<file path="config.mk">
export PLATFORM = sky130hd
export DESIGN_NAME = apb_mdio_top
export DESIGN_NICKNAME = d
export VERILOG_FILES = /design/src/logic/mdio_pkg.sv /design/src/logic/mdio_clock_divider.sv /design/src/logic/mdio_frame_fsm.sv /design/src/logic/mdio_shift_reg.sv /design/src/logic/apb_mdio_regs.sv /design/src/logic/apb_mdio_top.sv
export SDC_FILE = /design/constraint.sdc
export NUM_CORES = 1
export LEC_CHECK = 0
export ABC_CLOCK_PERIOD_IN_PS = 3700
export BUFFER_PORTS_ARGS = -buffer_cell sky130_fd_sc_hd__clkbuf_2
export CAP_MARGIN = 10
export CORE_MARGIN = 2
export CORE_UTILIZATION = 45
export DETAILED_ROUTE_END_ITERATION = 10
export MAX_ROUTING_LAYER = met4
export PLACE_DENSITY = 0.7
export SYNTH_ARGS = -nofsm -noshare
export SYNTH_HDL_FRONTEND = slang
export SYNTH_HIERARCHICAL = 1
export SYNTH_SLANG_ARGS = --single-unit
</file>
<file path="constraint.sdc">
create_clock -name apb -period 3.7 [get_ports apb]
set_clock_uncertainty 0.2 [all_clocks]
set_input_delay 0.185 -clock apb [delete_from_list [all_inputs] [get_ports apb]]
set_output_delay 0.185 -clock apb [all_outputs]
set_load 0.1 [all_outputs]
</file>
<file path="src/logic/mdio_pkg.sv">
package mdio_pkg;

	////////////////////
	// MDC pacing

	// apb cycles per MDC half period
	localparam int mdc_half_period = 4;
	localparam int div_count_width = $clog2(mdc_half_period);
	localparam logic [div_count_width-1:0] div_last = div_count_width'(mdc_half_period - 1);

	////////////////////
	// Frame geometry

	localparam int preamble_bits = 32;
	localparam int frame_bits = 32;
	localparam int reg_data_width = 16;
	localparam int bit_count_width = $clog2(preamble_bits);
	localparam int cap_count_width = $clog2(reg_data_width);

	// Last preamble fall, then load
	localparam logic [bit_count_width-1:0] preamble_last = bit_count_width'(preamble_bits - 1);
	// Fall that puts the final frame bit on the wire
	localparam logic [bit_count_width-1:0] frame_shift_last = bit_count_width'(frame_bits - 2);
	// Bit positions in send order
	localparam logic [bit_count_width-1:0] ta_first_bit = bit_count_width'(14);
	localparam logic [bit_count_width-1:0] data_first_bit = bit_count_width'(16);
	localparam logic [cap_count_width-1:0] cap_last = cap_count_width'(reg_data_width - 1);

	////////////////////
	// APB side

	localparam int addr_width = 8;
	localparam int data_width = 32;

	// Offsets on 32 byte steps
	localparam logic [addr_width-1:0] reg_cmd_addr = 8'h00;
	localparam logic [addr_width-1:0] reg_data = 8'h20;
	localparam logic [addr_width-1:0] reg_status = 8'h40;
	localparam logic [addr_width-1:0] reg_status2 = 8'h60;

	////////////////////
	// Clause 22 codes

	localparam logic [1:0] start_code = 2'b01;
	localparam logic [1:0] ta_code = 2'b10;
	localparam logic [1:0] op_read = 2'b10;
	localparam logic [1:0] op_write = 2'b01;

	// FSM state codes
	localparam logic [1:0] fsm_idle = 2'd0;
	localparam logic [1:0] fsm_preamble = 2'd1;
	localparam logic [1:0] fsm_frame = 2'd2;
	localparam logic [1:0] fsm_finish = 2'd3;

	// Frame in send order, MSB first
	typedef struct packed {
		logic [1:0] start;
		logic [1:0] op;
		logic [4:0] phy_addr;
		logic [4:0] reg_addr;
		logic [1:0] ta;
		logic [reg_data_width-1:0] data;
	} mdio_frame_fields_t;

	// Same word as fields or as raw shift data
	typedef union packed {
		mdio_frame_fields_t fields;
		logic [frame_bits-1:0] raw;
	} mdio_frame_u;

endpackage

</file>
<file path="src/logic/mdio_clock_divider.sv">
`timescale 1ns/100ps

module mdio_clock_divider (
	input logic apb,
	input logic arst_n,
	input logic restart,
	output logic mdc,
	output logic mdc_rise,
	output logic mdc_fall
);

	// Half period counter
	logic [mdio_pkg::div_count_width-1:0] div_cnt;
	// Last cycle of a half period
	logic wrap;

	// No ticks while held in restart
	assign wrap = (div_cnt == mdio_pkg::div_last) && !restart;

	// Ticks lead the mdc edge by one register stage
	assign mdc_rise = wrap && !mdc;
	assign mdc_fall = wrap && mdc;

	always_ff @(posedge apb or negedge arst_n) begin
		if (!arst_n) begin
			div_cnt <= '0;
			mdc <= 1'b0;
		end else if (restart) begin
			// Clean phase for the next frame
			div_cnt <= '0;
			mdc <= 1'b0;
		end else if (wrap) begin
			div_cnt <= '0;
			mdc <= ~mdc;
		end else begin
			div_cnt <= div_cnt + 1'b1;
		end
	end

	////////////////////
	// Checks

	// Every fall comes one half period after a rise
	a_half_period: assert property (@(posedge apb) disable iff (!arst_n)
		mdc_fall |-> $past(mdc_rise, mdio_pkg::mdc_half_period));

endmodule

</file>
<file path="src/logic/mdio_frame_fsm.sv">
`timescale 1ns/100ps

module mdio_frame_fsm (
	input logic apb,
	input logic arst_n,
	input logic start_read,
	input logic start_write,
	input logic mdc_rise,
	input logic mdc_fall,
	output logic restart,
	output logic busy,
	output logic load,
	output logic shift,
	output logic capture,
	output logic mdio_oe
);

	logic [1:0] state;
	// Counts MDC falls inside preamble and frame
	logic [mdio_pkg::bit_count_width-1:0] bit_cnt;
	// Operation latched at start
	logic op_is_read;
	// Wire handed to the PHY
	logic released;
	// Read data on the wire
	logic rx_window;

	////////////////////
	// State and counter

	always_ff @(posedge apb or negedge arst_n) begin
		if (!arst_n) begin
			state <= mdio_pkg::fsm_idle;
			bit_cnt <= '0;
			op_is_read <= 1'b0;
		end else begin
			case (state)
				mdio_pkg::fsm_idle: begin
					if (start_read || start_write) begin
						state <= mdio_pkg::fsm_preamble;
						bit_cnt <= '0;
						op_is_read <= start_read;
					end
				end
				mdio_pkg::fsm_preamble: begin
					// Frame word loads on the last preamble fall
					if (mdc_fall) begin
						if (bit_cnt == mdio_pkg::preamble_last) begin
							state <= mdio_pkg::fsm_frame;
							bit_cnt <= '0;
						end else begin
							bit_cnt <= bit_cnt + 1'b1;
						end
					end
				end
				mdio_pkg::fsm_frame: begin
					// bit_cnt is the bit now on the wire
					if (mdc_fall) begin
						bit_cnt <= bit_cnt + 1'b1;
						if (bit_cnt == mdio_pkg::frame_shift_last)
							state <= mdio_pkg::fsm_finish;
					end
				end
				mdio_pkg::fsm_finish: begin
					// Final bit sampled on this rise, done at next fall
					if (mdc_fall)
						state <= mdio_pkg::fsm_idle;
				end
				default: begin
					state <= mdio_pkg::fsm_idle;
				end
			endcase
		end
	end

	////////////////////
	// Outputs

	assign busy = (state != mdio_pkg::fsm_idle);
	// Divider sits at phase zero between frames
	assign restart = (state == mdio_pkg::fsm_idle);

	assign load = (state == mdio_pkg::fsm_preamble) && mdc_fall &&
		(bit_cnt == mdio_pkg::preamble_last);
	// Last shift in finish refills the word with ones
	assign shift = mdc_fall &&
		((state == mdio_pkg::fsm_frame) || (state == mdio_pkg::fsm_finish));

	// Turnaround onward
	assign released = (state == mdio_pkg::fsm_finish) ||
		((state == mdio_pkg::fsm_frame) && (bit_cnt >= mdio_pkg::ta_first_bit));
	// Sixteen data bits
	assign rx_window = (state == mdio_pkg::fsm_finish) ||
		((state == mdio_pkg::fsm_frame) && (bit_cnt >= mdio_pkg::data_first_bit));

	assign capture = mdc_rise && op_is_read && rx_window;
	assign mdio_oe = busy && !(op_is_read && released);

	////////////////////
	// Checks

	// Register block refuses commands while busy
	a_start_idle: assert property (@(posedge apb) disable iff (!arst_n)
		(start_read || start_write) |-> (state == mdio_pkg::fsm_idle));

endmodule

</file>
<file path="src/logic/mdio_shift_reg.sv">
`timescale 1ns/100ps

module mdio_shift_reg (
	input logic apb,
	input logic arst_n,
	input mdio_pkg::mdio_frame_u frame,
	input logic load,
	input logic shift,
	input logic capture,
	input logic mdio_in,
	output logic mdio_out,
	output logic [mdio_pkg::reg_data_width-1:0] rd_data
);

	////////////////////
	// Transmit

	// All ones when not loaded, so idle gives the preamble
	logic [mdio_pkg::frame_bits-1:0] tx_sr;

	always_ff @(posedge apb or negedge arst_n) begin
		if (!arst_n) begin
			tx_sr <= '1;
		end else if (load) begin
			tx_sr <= frame.raw;
		end else if (shift) begin
			// Ones fill in behind the frame
			tx_sr <= {tx_sr[mdio_pkg::frame_bits-2:0], 1'b1};
		end
	end

	// MSB first on the wire
	assign mdio_out = tx_sr[mdio_pkg::frame_bits-1];

	////////////////////
	// Receive

	// Bits in flight
	logic [mdio_pkg::reg_data_width-1:0] rx_sr;
	// Captures so far, wraps every word
	logic [mdio_pkg::cap_count_width-1:0] cap_cnt;

	always_ff @(posedge apb) begin
		if (capture)
			rx_sr <= {rx_sr[mdio_pkg::reg_data_width-2:0], mdio_in};
	end

	always_ff @(posedge apb or negedge arst_n) begin
		if (!arst_n) begin
			cap_cnt <= '0;
			rd_data <= '0;
		end else if (capture) begin
			cap_cnt <= cap_cnt + 1'b1;
			// Publish only a complete word
			if (cap_cnt == mdio_pkg::cap_last)
				rd_data <= {rx_sr[mdio_pkg::reg_data_width-2:0], mdio_in};
		end
	end

endmodule

</file>
<file path="src/logic/apb_mdio_regs.sv">
`timescale 1ns/100ps

module apb_mdio_regs (
	input logic apb,
	input logic arst_n,
	input logic psel,
	input logic penable,
	input logic pwrite,
	input logic [mdio_pkg::addr_width-1:0] paddr,
	input logic [mdio_pkg::data_width-1:0] pwdata,
	output logic [mdio_pkg::data_width-1:0] prdata,
	output logic pready,
	output logic pslverr,
	input logic busy,
	input logic [mdio_pkg::reg_data_width-1:0] rd_data,
	output mdio_pkg::mdio_frame_u frame,
	output logic start_read,
	output logic start_write
);

	// Access phase
	logic access;
	// Write that takes effect
	logic wr_ok;
	logic [4:0] phy_addr;
	logic [4:0] reg_addr;
	logic [mdio_pkg::reg_data_width-1:0] wr_data;
	// Opcode of the pending frame
	logic [1:0] cmd_op;

	// No wait states
	assign access = psel && penable;
	assign pready = access;
	assign wr_ok = access && pwrite && !pslverr;

	////////////////////
	// Decode and errors

	always_comb begin
		prdata = '0;
		pslverr = 1'b0;
		if (access) begin
			case (paddr)
				mdio_pkg::reg_cmd_addr: begin
					// Bit 15 reads as zero
					prdata = {16'h0000, 3'b000, reg_addr, 3'b000, phy_addr};
					pslverr = pwrite && busy;
				end
				mdio_pkg::reg_data: begin
					prdata = {16'h0000, rd_data};
					pslverr = pwrite && busy;
				end
				// Two copies of the busy flag
				// Writes here are dropped without error
				mdio_pkg::reg_status,
				mdio_pkg::reg_status2: begin
					prdata = {31'h0, busy};
				end
				default: begin
					pslverr = 1'b1;
				end
			endcase
		end
	end

	////////////////////
	// Command capture

	always_ff @(posedge apb or negedge arst_n) begin
		if (!arst_n) begin
			start_read <= 1'b0;
			start_write <= 1'b0;
			phy_addr <= '0;
			reg_addr <= '0;
			cmd_op <= mdio_pkg::op_read;
		end else begin
			// Strobes last one cycle
			start_read <= 1'b0;
			start_write <= 1'b0;
			if (wr_ok && (paddr == mdio_pkg::reg_cmd_addr)) begin
				phy_addr <= pwdata[4:0];
				reg_addr <= pwdata[12:8];
				// Bit 15 set only stages a write
				if (!pwdata[15]) begin
					start_read <= 1'b1;
					cmd_op <= mdio_pkg::op_read;
				end
			end
			if (wr_ok && (paddr == mdio_pkg::reg_data)) begin
				start_write <= 1'b1;
				cmd_op <= mdio_pkg::op_write;
			end
		end
	end

	// Write data
	always_ff @(posedge apb) begin
		if (wr_ok && (paddr == mdio_pkg::reg_data))
			wr_data <= pwdata[mdio_pkg::reg_data_width-1:0];
	end

	////////////////////
	// Frame build

	always_comb begin
		frame.fields.start = mdio_pkg::start_code;
		frame.fields.op = cmd_op;
		frame.fields.phy_addr = phy_addr;
		frame.fields.reg_addr = reg_addr;
		frame.fields.ta = mdio_pkg::ta_code;
		// PHY owns the wire for read data
		frame.fields.data = wr_data;
	end

	////////////////////
	// Checks

	// Access phase follows a setup phase
	a_pready_setup: assert property (@(posedge apb) disable iff (!arst_n)
		pready |-> $past(psel && !penable));

endmodule

</file>
<file path="src/logic/apb_mdio_top.sv">
`timescale 1ns/100ps

module apb_mdio_top (
	input logic apb,
	input logic arst_n,
	input logic psel,
	input logic penable,
	input logic pwrite,
	input logic [mdio_pkg::addr_width-1:0] paddr,
	input logic [mdio_pkg::data_width-1:0] pwdata,
	output logic [mdio_pkg::data_width-1:0] prdata,
	output logic pready,
	output logic pslverr,
	output logic mdc,
	output logic mdio_out,
	output logic mdio_oe,
	input logic mdio_in
);

	// Register block to engine
	mdio_pkg::mdio_frame_u frame;
	logic start_read;
	logic start_write;
	logic busy;
	logic [mdio_pkg::reg_data_width-1:0] rd_data;

	// Engine internals
	logic restart;
	logic mdc_rise;
	logic mdc_fall;
	logic load;
	logic shift;
	logic capture;

	////////////////////
	// APB side

	apb_mdio_regs u_regs (
		.apb(apb),
		.arst_n(arst_n),
		.psel(psel),
		.penable(penable),
		.pwrite(pwrite),
		.paddr(paddr),
		.pwdata(pwdata),
		.prdata(prdata),
		.pready(pready),
		.pslverr(pslverr),
		.busy(busy),
		.rd_data(rd_data),
		.frame(frame),
		.start_read(start_read),
		.start_write(start_write)
	);

	////////////////////
	// MDIO engine

	mdio_frame_fsm u_fsm (
		.apb(apb),
		.arst_n(arst_n),
		.start_read(start_read),
		.start_write(start_write),
		.mdc_rise(mdc_rise),
		.mdc_fall(mdc_fall),
		.restart(restart),
		.busy(busy),
		.load(load),
		.shift(shift),
		.capture(capture),
		.mdio_oe(mdio_oe)
	);

	mdio_clock_divider u_divider (
		.apb(apb),
		.arst_n(arst_n),
		.restart(restart),
		.mdc(mdc),
		.mdc_rise(mdc_rise),
		.mdc_fall(mdc_fall)
	);

	mdio_shift_reg u_shift (
		.apb(apb),
		.arst_n(arst_n),
		.frame(frame),
		.load(load),
		.shift(shift),
		.capture(capture),
		.mdio_in(mdio_in),
		.mdio_out(mdio_out),
		.rd_data(rd_data)
	);

endmodule

</file>
=== Word level (Yosys, flattened, before mapping) ===
Index checks and enable logic that the tools add are counted.

* Flip-flop bits (word level): 108
* Bits of input ports: 46
* Output and inout bits: 37

* Add/sub/neg operators: 3
* Order comparisons: 2
* Equality and inequality tests: 17
* Multiplexer cells: 28
* Bitwise gates (word level): 1
* Reduce and logical (&&, ||, !) cells: 40

{| class="wikitable"
|+ Operators with widths
! kind !! count
|-
| 32-bit 2-to-1 mux || 2
|-
| 16-bit one-hot mux with 3 select lines || 1
|-
| 2-bit 2-to-1 mux || 11
|-
| 5-bit 2-to-1 mux || 4
|-
| 1-bit logical AND || 18
|-
| 8-bit by 7-bit equality test with 1-bit output (second input constant) || 2
|-
| 16-bit 2-to-1 mux || 1
|-
| 5-bit one-hot mux with 3 select lines || 1
|-
| 5-bit equality test (second input constant) || 2
|-
| 2-bit by 1-bit != test with 1-bit output (second input constant) || 5
|-
| 8-bit by 6-bit equality test with 1-bit output (second input constant) || 1
|-
| 8-bit zero test || 1
|-
| 2-bit one-hot mux with 4 select lines || 1
|-
| 2-bit nonzero test || 4
|-
| 2-bit equality test (second input constant) || 3
|-
| 1-bit 2-to-1 mux || 6
|-
| 2-bit AND reduction || 3
|-
| 6-bit AND reduction || 1
|-
| 5-bit by 1-bit adder with 5-bit output (second input constant) || 1
|-
| 5-bit by 4-bit greater-or-equal comparator with 1-bit output (second input constant) || 1
|-
| 5-bit greater-or-equal comparator (second input constant) || 1
|-
| 4-bit by 1-bit adder with 4-bit output (second input constant) || 1
|-
| 4-bit equality test (second input constant) || 1
|-
| 1-bit zero test || 4
|-
| other kinds (10) || 15
|}

=== Logic depth before layout (Yosys ltp) ===
Gate-level depths: netlist of the first run.

* Word-level depth: 9
* Depth in mapped cells: 9
* Mapped depth without buffers: 7

=== Cells and area by module ===
The synthesis of the first run kept the hierarchy.

{| class="wikitable"
|+ Modules (own cells, without submodules)
! module !! times used !! cells each !! area each (µm²) !! sequential area each (µm²)
|-
| mdio_shift_reg || 1 || 199 || 2742.6 || 1791.7
|-
| apb_mdio_regs || 1 || 113 || 1470.2 || 832.0
|-
| mdio_frame_fsm || 1 || 61 || 609.3 || 200.2
|-
| mdio_clock_divider || 1 || 10 || 130.1 || 75.1
|}

=== Least setup slack after synthesis of the first run ===
No wires, ideal clock.

* Kind: register -> register
* Start point: reg u_divider.mdc
* End point: reg u_shift/rd_data[10] (netlist bit)
* Arrival time: 2812 ps
* Data required time: 3375 ps
* Slack: 563 ps
* Stages on the path, launching flop included: 7
* Buffers on the path: 1
* Path through: dfrtp_1 -> nor3b_1 -> nand2_1 -> nor2_1 -> nand4_4 -> buf_6 -> mux2_4

* Word-level cells in the longest chain between the ends: 5

{| class="wikitable"
|+ RTL lines
! what !! RTL line !! text
|-
| start: declaration || mdio_clock_divider.sv:7 || <nowiki>output logic mdc,</nowiki>
|-
| start signal: assignment || mdio_clock_divider.sv:34 || <nowiki>mdc <= ~mdc;</nowiki>
|-
| 1-bit zero test || mdio_clock_divider.sv:21 || <nowiki>assign mdc_rise = wrap && !mdc;</nowiki>
|-
| 1-bit logical AND || mdio_clock_divider.sv:21 ||
|-
| named net mdc_rise || apb_mdio_top.sv:29 || <nowiki>logic mdc_rise;</nowiki>
|-
| 1-bit logical AND (2 in series) || mdio_frame_fsm.sv:96 || <nowiki>assign capture = mdc_rise && op_is_read && rx_window;</nowiki>
|-
| named net capture || apb_mdio_top.sv:33 || <nowiki>logic capture;</nowiki>
|-
| 2-bit AND reduction (no line) || n/a ||
|-
| end signal: assignment || mdio_shift_reg.sv:56 || <nowiki>rd_data <= {rx_sr[mdio_pkg::reg_data_width-2:0], mdio_in};</nowiki>
|-
| end: declaration || mdio_shift_reg.sv:12 || <nowiki>output logic [mdio_pkg::reg_data_width-1:0] rd_data</nowiki>
|}

The timed path passes the listed nets, and every way through them passes these cells.
A chain may end at the register's enable or synchronous reset.

=== Worst setup path after layout of the first run ===
* Start point: reg u_fsm.state[0]
* End point: out pslverr

* Word-level cells in the longest chain between the ends: 4

{| class="wikitable"
|+ RTL lines
! what !! RTL line !! text
|-
| start: declaration || mdio_frame_fsm.sv:18 || <nowiki>logic [1:0] state;</nowiki>
|-
| start signal: assignment || mdio_frame_fsm.sv:33 || <nowiki>state <= mdio_pkg::fsm_idle;</nowiki>
|-
| start signal: assignment || mdio_frame_fsm.sv:40 || <nowiki>state <= mdio_pkg::fsm_preamble;</nowiki>
|-
| start signal: assignment || mdio_frame_fsm.sv:49 || <nowiki>state <= mdio_pkg::fsm_frame;</nowiki>
|-
| 2-bit nonzero test || mdio_frame_fsm.sv:79 || <nowiki>assign busy = (state != mdio_pkg::fsm_idle);</nowiki>
|-
| named net busy || apb_mdio_top.sv:24 || <nowiki>logic busy;</nowiki>
|-
| 1-bit logical AND || apb_mdio_regs.sv:47, apb_mdio_regs.sv:51 ||
|-
| 1-bit one-hot mux with 2 select lines || apb_mdio_regs.sv:43 || <nowiki>case (paddr)</nowiki>
|-
| 1-bit 2-to-1 mux || apb_mdio_regs.sv:42 || <nowiki>if (access) begin</nowiki>
|-
| end: declaration || apb_mdio_top.sv:13 || <nowiki>output logic pslverr,</nowiki>
|}

The timed path passes the listed nets, and every way through them passes these cells.

==> results of run 1 <==
per-layer routing:
metal	GRT usage	routed length (um)	up-vias
met5	-	0	-
met4	0.0641	141	0
met1	0.241	4320	1439
li1	-	-	1448
met3	0.0221	302	13
met2	0.255	4270	67
registers in the layout (all words and copies together) (netlist names), 4 cells and up:
| signal | cells |
|---|---|
| u_regs/reg_addr | 5 |
| u_shift/rd_data | 16 |
| u_regs/phy_addr | 5 |
| u_shift/tx_sr | 32 |
| u_regs/wr_data | 16 |
| u_shift/rx_sr | 15 |
| u_shift/cap_cnt | 4 |
| u_fsm/bit_cnt | 5 |
worst reg2reg max path: stages, from the launching register on:
cell and delay [ns]:
dfrtp_1 0.41, inv_1 0.10, ha_1 0.37, and3b_2 0.36, and3_2 0.83, o21ai_0 0.27
layout make-up:
type | count | area (um^2)
Clock buffer | 9 | 124
Clock inverter | 7 | 88.8
Fill cell | 900 | 5130
Inverter | 6 | 22.5
Multi-Input combinational cell | 251 | 1870
Sequential cell | 108 | 2900
Tap cell | 140 | 175
Timing Repair Buffer | 73 | 475
stage by stage:
step	cell area, um^2	util	hold WS, ns
after floorplan	5020	-	-0.311
after global placement	5250	0.486	0.163
after detailed placement	5250	0.486	0.165
after CTS	5660	0.524	0.0555
after global routing	5660	0.524	0.0588
final	5660	0.524	0.0644
cell families (layout without fill, tap and decap cells):
| kind of cell | Yosys count | after routing | synth area share |
|---|---|---|---|
| adders and majority gates | 10 | 10 | 0.0253 |
| xor gates and xnor gates | 4 | 4 | 0.00708 |
| and+or+nand+nor | 91 | 91 | 0.101 |
| buffers and inverters | 42 | 95 | 0.0515 |
| DFF | 108 | 108 | 0.585 |
| other | 2 | 20 | 0.00152 |
| muxes | 72 | 72 | 0.161 |
| AOI/OAI and AO/OA | 54 | 54 | 0.0667 |
final timing paths:
path / start / cells past startpoint / end / slack [ns]
min in group asynchronous: arst_n / 2 / u_shift/rd_data[6]$_DFFE_PN0P_ / 0.30
min reg2reg: u_divider/div_cnt[0]$_DFF_PN0_ / 1 / u_divider/div_cnt[0]$_DFF_PN0_ / 0.25
min: pwrite / 3 / u_regs/start_read$_DFF_PN0_ / 0.06
max: u_fsm/state[0]$_DFFE_PN0P_ / 7 / pslverr / 0.92
max in group asynchronous: arst_n / 2 / u_regs/phy_addr[3]$_DFFE_PN0P_ / 2.37
max reg2reg: u_fsm/state[0]$_DFFE_PN0P_ / 5 / u_shift/tx_sr[27]$_DFFE_PN1P_ / 1.04
power by group:
| part | internal (mW) | total [mW] | switching (mW) |
|---|---|---|---|
| sequential | 1.29 | 1.33 | 0.0405 |
| combinational | 0.207 | 0.615 | 0.408 |
| clock | 0.332 | 0.759 | 0.427 |
| total | 1.83 | 2.71 | 0.876 |
layout by cell type, fill, tap and decap left out, types with 2 or more instances in the layout:
| cell type | n |
|---|---|
| a21oi_1 | 2 |
| a31oi_1 | 2 |
| and3_1 | 9 |
| buf_4 | 4 |
| clkbuf_2 | 49 |
| clkbuf_8 | 9 |
| conb_1 | 20 |
| dfrtp_1 | 44 |
| dfstp_2 | 33 |
| dlygate4sd3_1 | 20 |
| edfxtp_1 | 31 |
| ha_1 | 10 |
| inv_1 | 6 |
| inv_6 | 2 |
| inv_8 | 3 |
| mux2_2 | 18 |
| mux2_4 | 11 |
| mux2i_1 | 43 |
| nand2_1 | 39 |
| nand2b_1 | 2 |
| nand4_1 | 2 |
| nor2_1 | 18 |
| nor2b_1 | 4 |
| nor3b_1 | 2 |
| nor4b_1 | 2 |
| o211ai_1 | 2 |
| o21ai_0 | 38 |
| o2bb2ai_1 | 2 |
| xnor2_1 | 3 |
==> flow_summary_export.csv, run 1 <==
group,metric,value,unit
synthesis,ys_seq_area_frac,0.585,
cts,clkLatencyLatePin,0.38,ns
cells_and_area,layout.nets,505,
synthesis,yosys-top-cells-area,"dfrtp_1, edfxtp_1, dfstp_2, mux2i_1, mux2_2",
drt,wirelength,9.03,mm
timing,drv_slew,0,
die,core_area,10800,um^2
cells_and_area,drive_gt1_frac,0.313,
synthesis,ys_async_sr_fraction,0.713,
die,dieArea,11900,um^2
die,die_h,109,um
die,pin_count,83,
place,post-dp-hpwl,5.95,mm
pwr,powerDensity,478,nW/um^2
cts,clk_pin_slew,0.10,ns
worst_setup_path,cpMostUsedCell,"inv_1",
synthesis,synthTopCellsByCount,"dfrtp_1, mux2i_1, nand2_1",
timing,relSlewSlack,0.352,
synthesis,yosysWarnings,6,
cts,post_cts_buffers,0,
synthesis,netlist.area_leader.share,0.222,
timing,post-route-period-util,0.751,
run_status,status,"completed",
worst_setup_path,crit_path_end_kind,"output port",
drt,routedWlPerCell,15.2,um
place,port_buffers,50,
worst_setup_path,crit_chain,"inv_1, ha_1, inv_1, nand2_1, o21ai_0, o31a_1, clkbuf_2",
global_route,grt_overflow,0,
synthesis,synth.distinct_cells,47,
worst_setup_path,cp.buffers_inverters,3,
drt,drt-pass1-iter-count,5,
worst_setup_path,slowest_delay,0.46,ns
global_route,antenna_found_initial,0,
flow_run,cap_violations,0,
cts,ctsRootBufferMaster,"clkbuf_8",
cts,cts_tree,"yes",
worst_hold_path,hp-class,"primary input to flip-flop",
cts,cts_buffers,9,
worst_setup_path,cp_slowest_cell,"ha_1",
worst_setup_path,criticalPathCategory,"flip-flop to output port",
place,dpl_worst_slack,1.06,ns
timing,clock.fmax,360,MHz
synthesis,synth.most_common_cell,"dfrtp_1",
cells_and_area,layoutNonFillerInstCount,594,
synthesis,netlist_area,4950,um^2
timing,worstMarginPinSlew,0.971,ns
timing,setup_tns,0,ns
die,die_w,109,um
die,fp-row-count,38,
global_route,grtUsageTotal,0.171,
worst_setup_path,cp_max_fo,12,
cells_and_area,area_delta_synth_final,14.3,%
pwr,p_leak,2.41,nW
synthesis,syn_area_per_cell,12.9,um^2
place,gp_congestion,0.825,
drt,vias,2967,
synthesis,synth_cells,383,
drt,drt_iter0_drc,180,
pwr,vdd_drop_max,0.000204,V
worst_setup_path,worstPathRequired,3.31,ns
synthesis,ys_ff_latch,108,
cts,clockBufferDepth,2,
global_route,grt_start_max_net_pins,78,
cts,hold_buffers,20,
timing,period_needed,2.78,ns
global_route,grt_pass1_vias,3045,
global_route,grt_pass1_wl,15.2,mm
place,placed_cells,558,
timing,setup_ws,0.920,ns
cells_and_area,diodes,0,
timing,final_hold_viol_count,0,
synthesis,synth_flop_cell,"dfrtp_1",
worst_setup_path,cp.arrival,2.40,ns
synthesis,yosys.area.top_type,"dfrtp_1",
die,start_util,0.459,
cts,cts_max_level,3,
synthesis,synth_edf_count,31,
pwr,total_power,2.71,mW
drt,viasPerCell,4.99,
worst_setup_path,setup.worst_path.start_class,"flip-flop",
cts,cts_sinks,108,
cts,cts_resized,0,
drt,antenna_left,0,
timing,finalSetupViolCount,0,
worst_setup_path,critPathTopFamily,"buffers and inverters",
drt,drc,0,
timing,rsz0062_at_grt,"false",
(Power assumes the default switching activity.)
==> run 2: changes to the inputs <==
- ABC_CLOCK_PERIOD_IN_PS: 3700 -> 2250
- PLACE_DENSITY: 0.7 -> 0.73
- clock period: 3.7 -> 2.25 ns (I/O delays scaled with it)
==> flow_summary_export.csv, run 2 (same netlist as run 1, synthesis figures left out) <==
group,metric,value,unit
run_status,status,"completed",
drt,wirelength,9.35,mm
cells_and_area,area_delta_synth_final,24.6,%
place,post-dp-hpwl,6.35,mm
die,start_util,0.459,
timing,drv_slew,0,
drt,routedWlPerCell,15.2,um
timing,period_needed,2.23,ns
global_route,grt_pass1_vias,3154,
drt,drc,0,
drt,vias,3089,
pwr,total_power,4.74,mW
timing,rsz0062_at_grt,"true",
place,placed_cells,566,
cells_and_area,utilization,0.572,
global_route,grt_start_max_net_pins,65,
die,die_h,109,um
timing,worstMarginPinSlew,0.543,ns
pwr,powerDensity,767,nW/um^2
worst_setup_path,criticalPathCategory,"flip-flop to flip-flop",
worst_setup_path,cp_max_fo,4,
pwr,vdd_drop_max,0.000429,V
cts,clkLatencyLatePin,0.37,ns
drt,antenna_left,0,
global_route,grt_overflow,0,
drt,drt-pass1-iter-count,7,
die,dieArea,11900,um^2
cts,ctsRootBufferMaster,"clkbuf_8",
worst_setup_path,worstPathRequired,2.31,ns
drt,viasPerCell,5.03,
cells_and_area,reg.largest.list,"u_shift/tx_sr (32), u_regs/wr_data (16), u_shift/rd_data (16)",
die,core_area,10800,um^2
global_route,grt_pass1_wl,15.3,mm
cts,cts_tree,"yes",
place,dpl_cell_area,5630,um^2
cts,clockBufferDepth,2,
die,die_w,109,um
cells_and_area,layout.nets,525,
timing,final_hold_viol_count,0,
place,port_buffers,50,
cells_and_area,layoutNonFillerInstCount,614,
place,gp_congestion,0.801,
cells_and_area,design_area,6170,um^2
cells_and_area,regMostFlops,"u_shift/tx_sr",
timing,relSlewSlack,0.638,
global_route,grtUsageTotal,0.173,
worst_hold_path,hp-class,"primary input to flip-flop",
worst_setup_path,setup.worst_path.start_class,"flip-flop",
cells_and_area,drive_gt1_frac,0.367,
timing,post-route-period-util,0.992,
die,pin_count,83,
die,fp-row-count,38,
worst_setup_path,crit_path_end_kind,"flip-flop",
cts,cts_buffers,9,
pwr,p_leak,2.59,nW
cells_and_area,final_cell_mix,"mux2i_1, dfrtp_1, nand2_1, o21ai_0, dfstp_2",
cells_and_area,diodes,0,
cells_and_area,largest_reg_flops,32,
global_route,antenna_found_initial,0,
drt,drt_iter0_drc,108,
timing,clock.fmax,448,MHz
cts,clk_pin_slew,0.12,ns
cts,cts_sinks,108,
timing,finalSetupViolCount,0,
flow_run,cap_violations,0,
timing,hold_slack,0.0344,ns
worst_setup_path,cp.arrival,2.29,ns
cts,cts_max_level,3,
cells_and_area,final_common_cell,"mux2i_1",
## run 2: power breakdown
part	internal [mW]	leakage [nW]	switching (mW)
clock	0.449	0.105	0.742
sequential	2.13	1.22	0.0671
combinational	0.582	1.27	0.770
## run 2: critical path, stage by stage, from the launching register on
cell	delay [ns]
dfrtp_2	0.42
inv_2	0.06
ha_4	0.17
and3b_2	0.26
nor2b_2	0.05
buf_4	0.13
a2111oi_4	0.33
buf_4	0.20
mux2_4	0.29
## run 2: timing repair
action | CTS | global route
setup endpoints to repair | 18 | 9
hold endpoints to repair | 74 | 0
pin swaps | 2 | 8
hold buffers | 22 | 0
resized for setup | 4 | 8
buffers inserted | 3 | 7
## run 2: metrics by stage
stage,TNS [ns],setup slack [ns]
finish,0,0.0182
global route,-0.142,-0.0671
CTS,0,0.00608
detailed placement,-0.229,-0.0296
global placement,0,0.0631
floorplan,-4.32,-0.197
## run 2: worst paths after layout
| path | startpoint | end | slack (ns) | depth (start not counted) |
|---|---|---|---|---|
| min in group asynchronous | arst_n | u_divider/div_cnt[1]$_DFF_PN0_ | 0.06 | 2 |
| min reg2reg | u_divider/div_cnt[0]$_DFF_PN0_ | u_divider/div_cnt[0]$_DFF_PN0_ | 0.25 | 1 |
| max reg2reg | u_fsm/state[1]$_DFFE_PN0P_ | u_fsm/bit_cnt[1]$_DFFE_PN0P_ | 0.02 | 8 |
| max in group asynchronous | arst_n | u_shift/tx_sr[26]$_DFFE_PN1P_ | 1.05 | 3 |
| min | paddr[5] | u_regs/cmd_op[1]$_DFFE_PN1P_ | 0.03 | 3 |
| max | u_fsm/state[1]$_DFFE_PN0P_ | u_fsm/bit_cnt[1]$_DFFE_PN0P_ | 0.02 | 8 |
## run 2: layout make-up
cell class / instances / area [um^2]
Clock inverter: 7 / 76.3
Fill cell: 866 / 4620
Multi-Input combinational cell: 251 / 1920
Inverter: 6 / 22.5
Clock buffer: 9 / 124
Timing Repair Buffer: 93 / 950
Sequential cell: 108 / 2900
Tap cell: 140 / 175
## run 2: layer usage
metal / GRT usage / vias up / part of all wire / wire [um]
li1: - / 1483 / - / -
met1: 0.234 / 1530 / 0.47 / 4410
met2: 0.266 / 66 / 0.48 / 4520
met3: 0.0323 / 10 / 0.034 / 315
met4: 0.0522 / 0 / 0.012 / 108
met5: - / - / 0 / 0
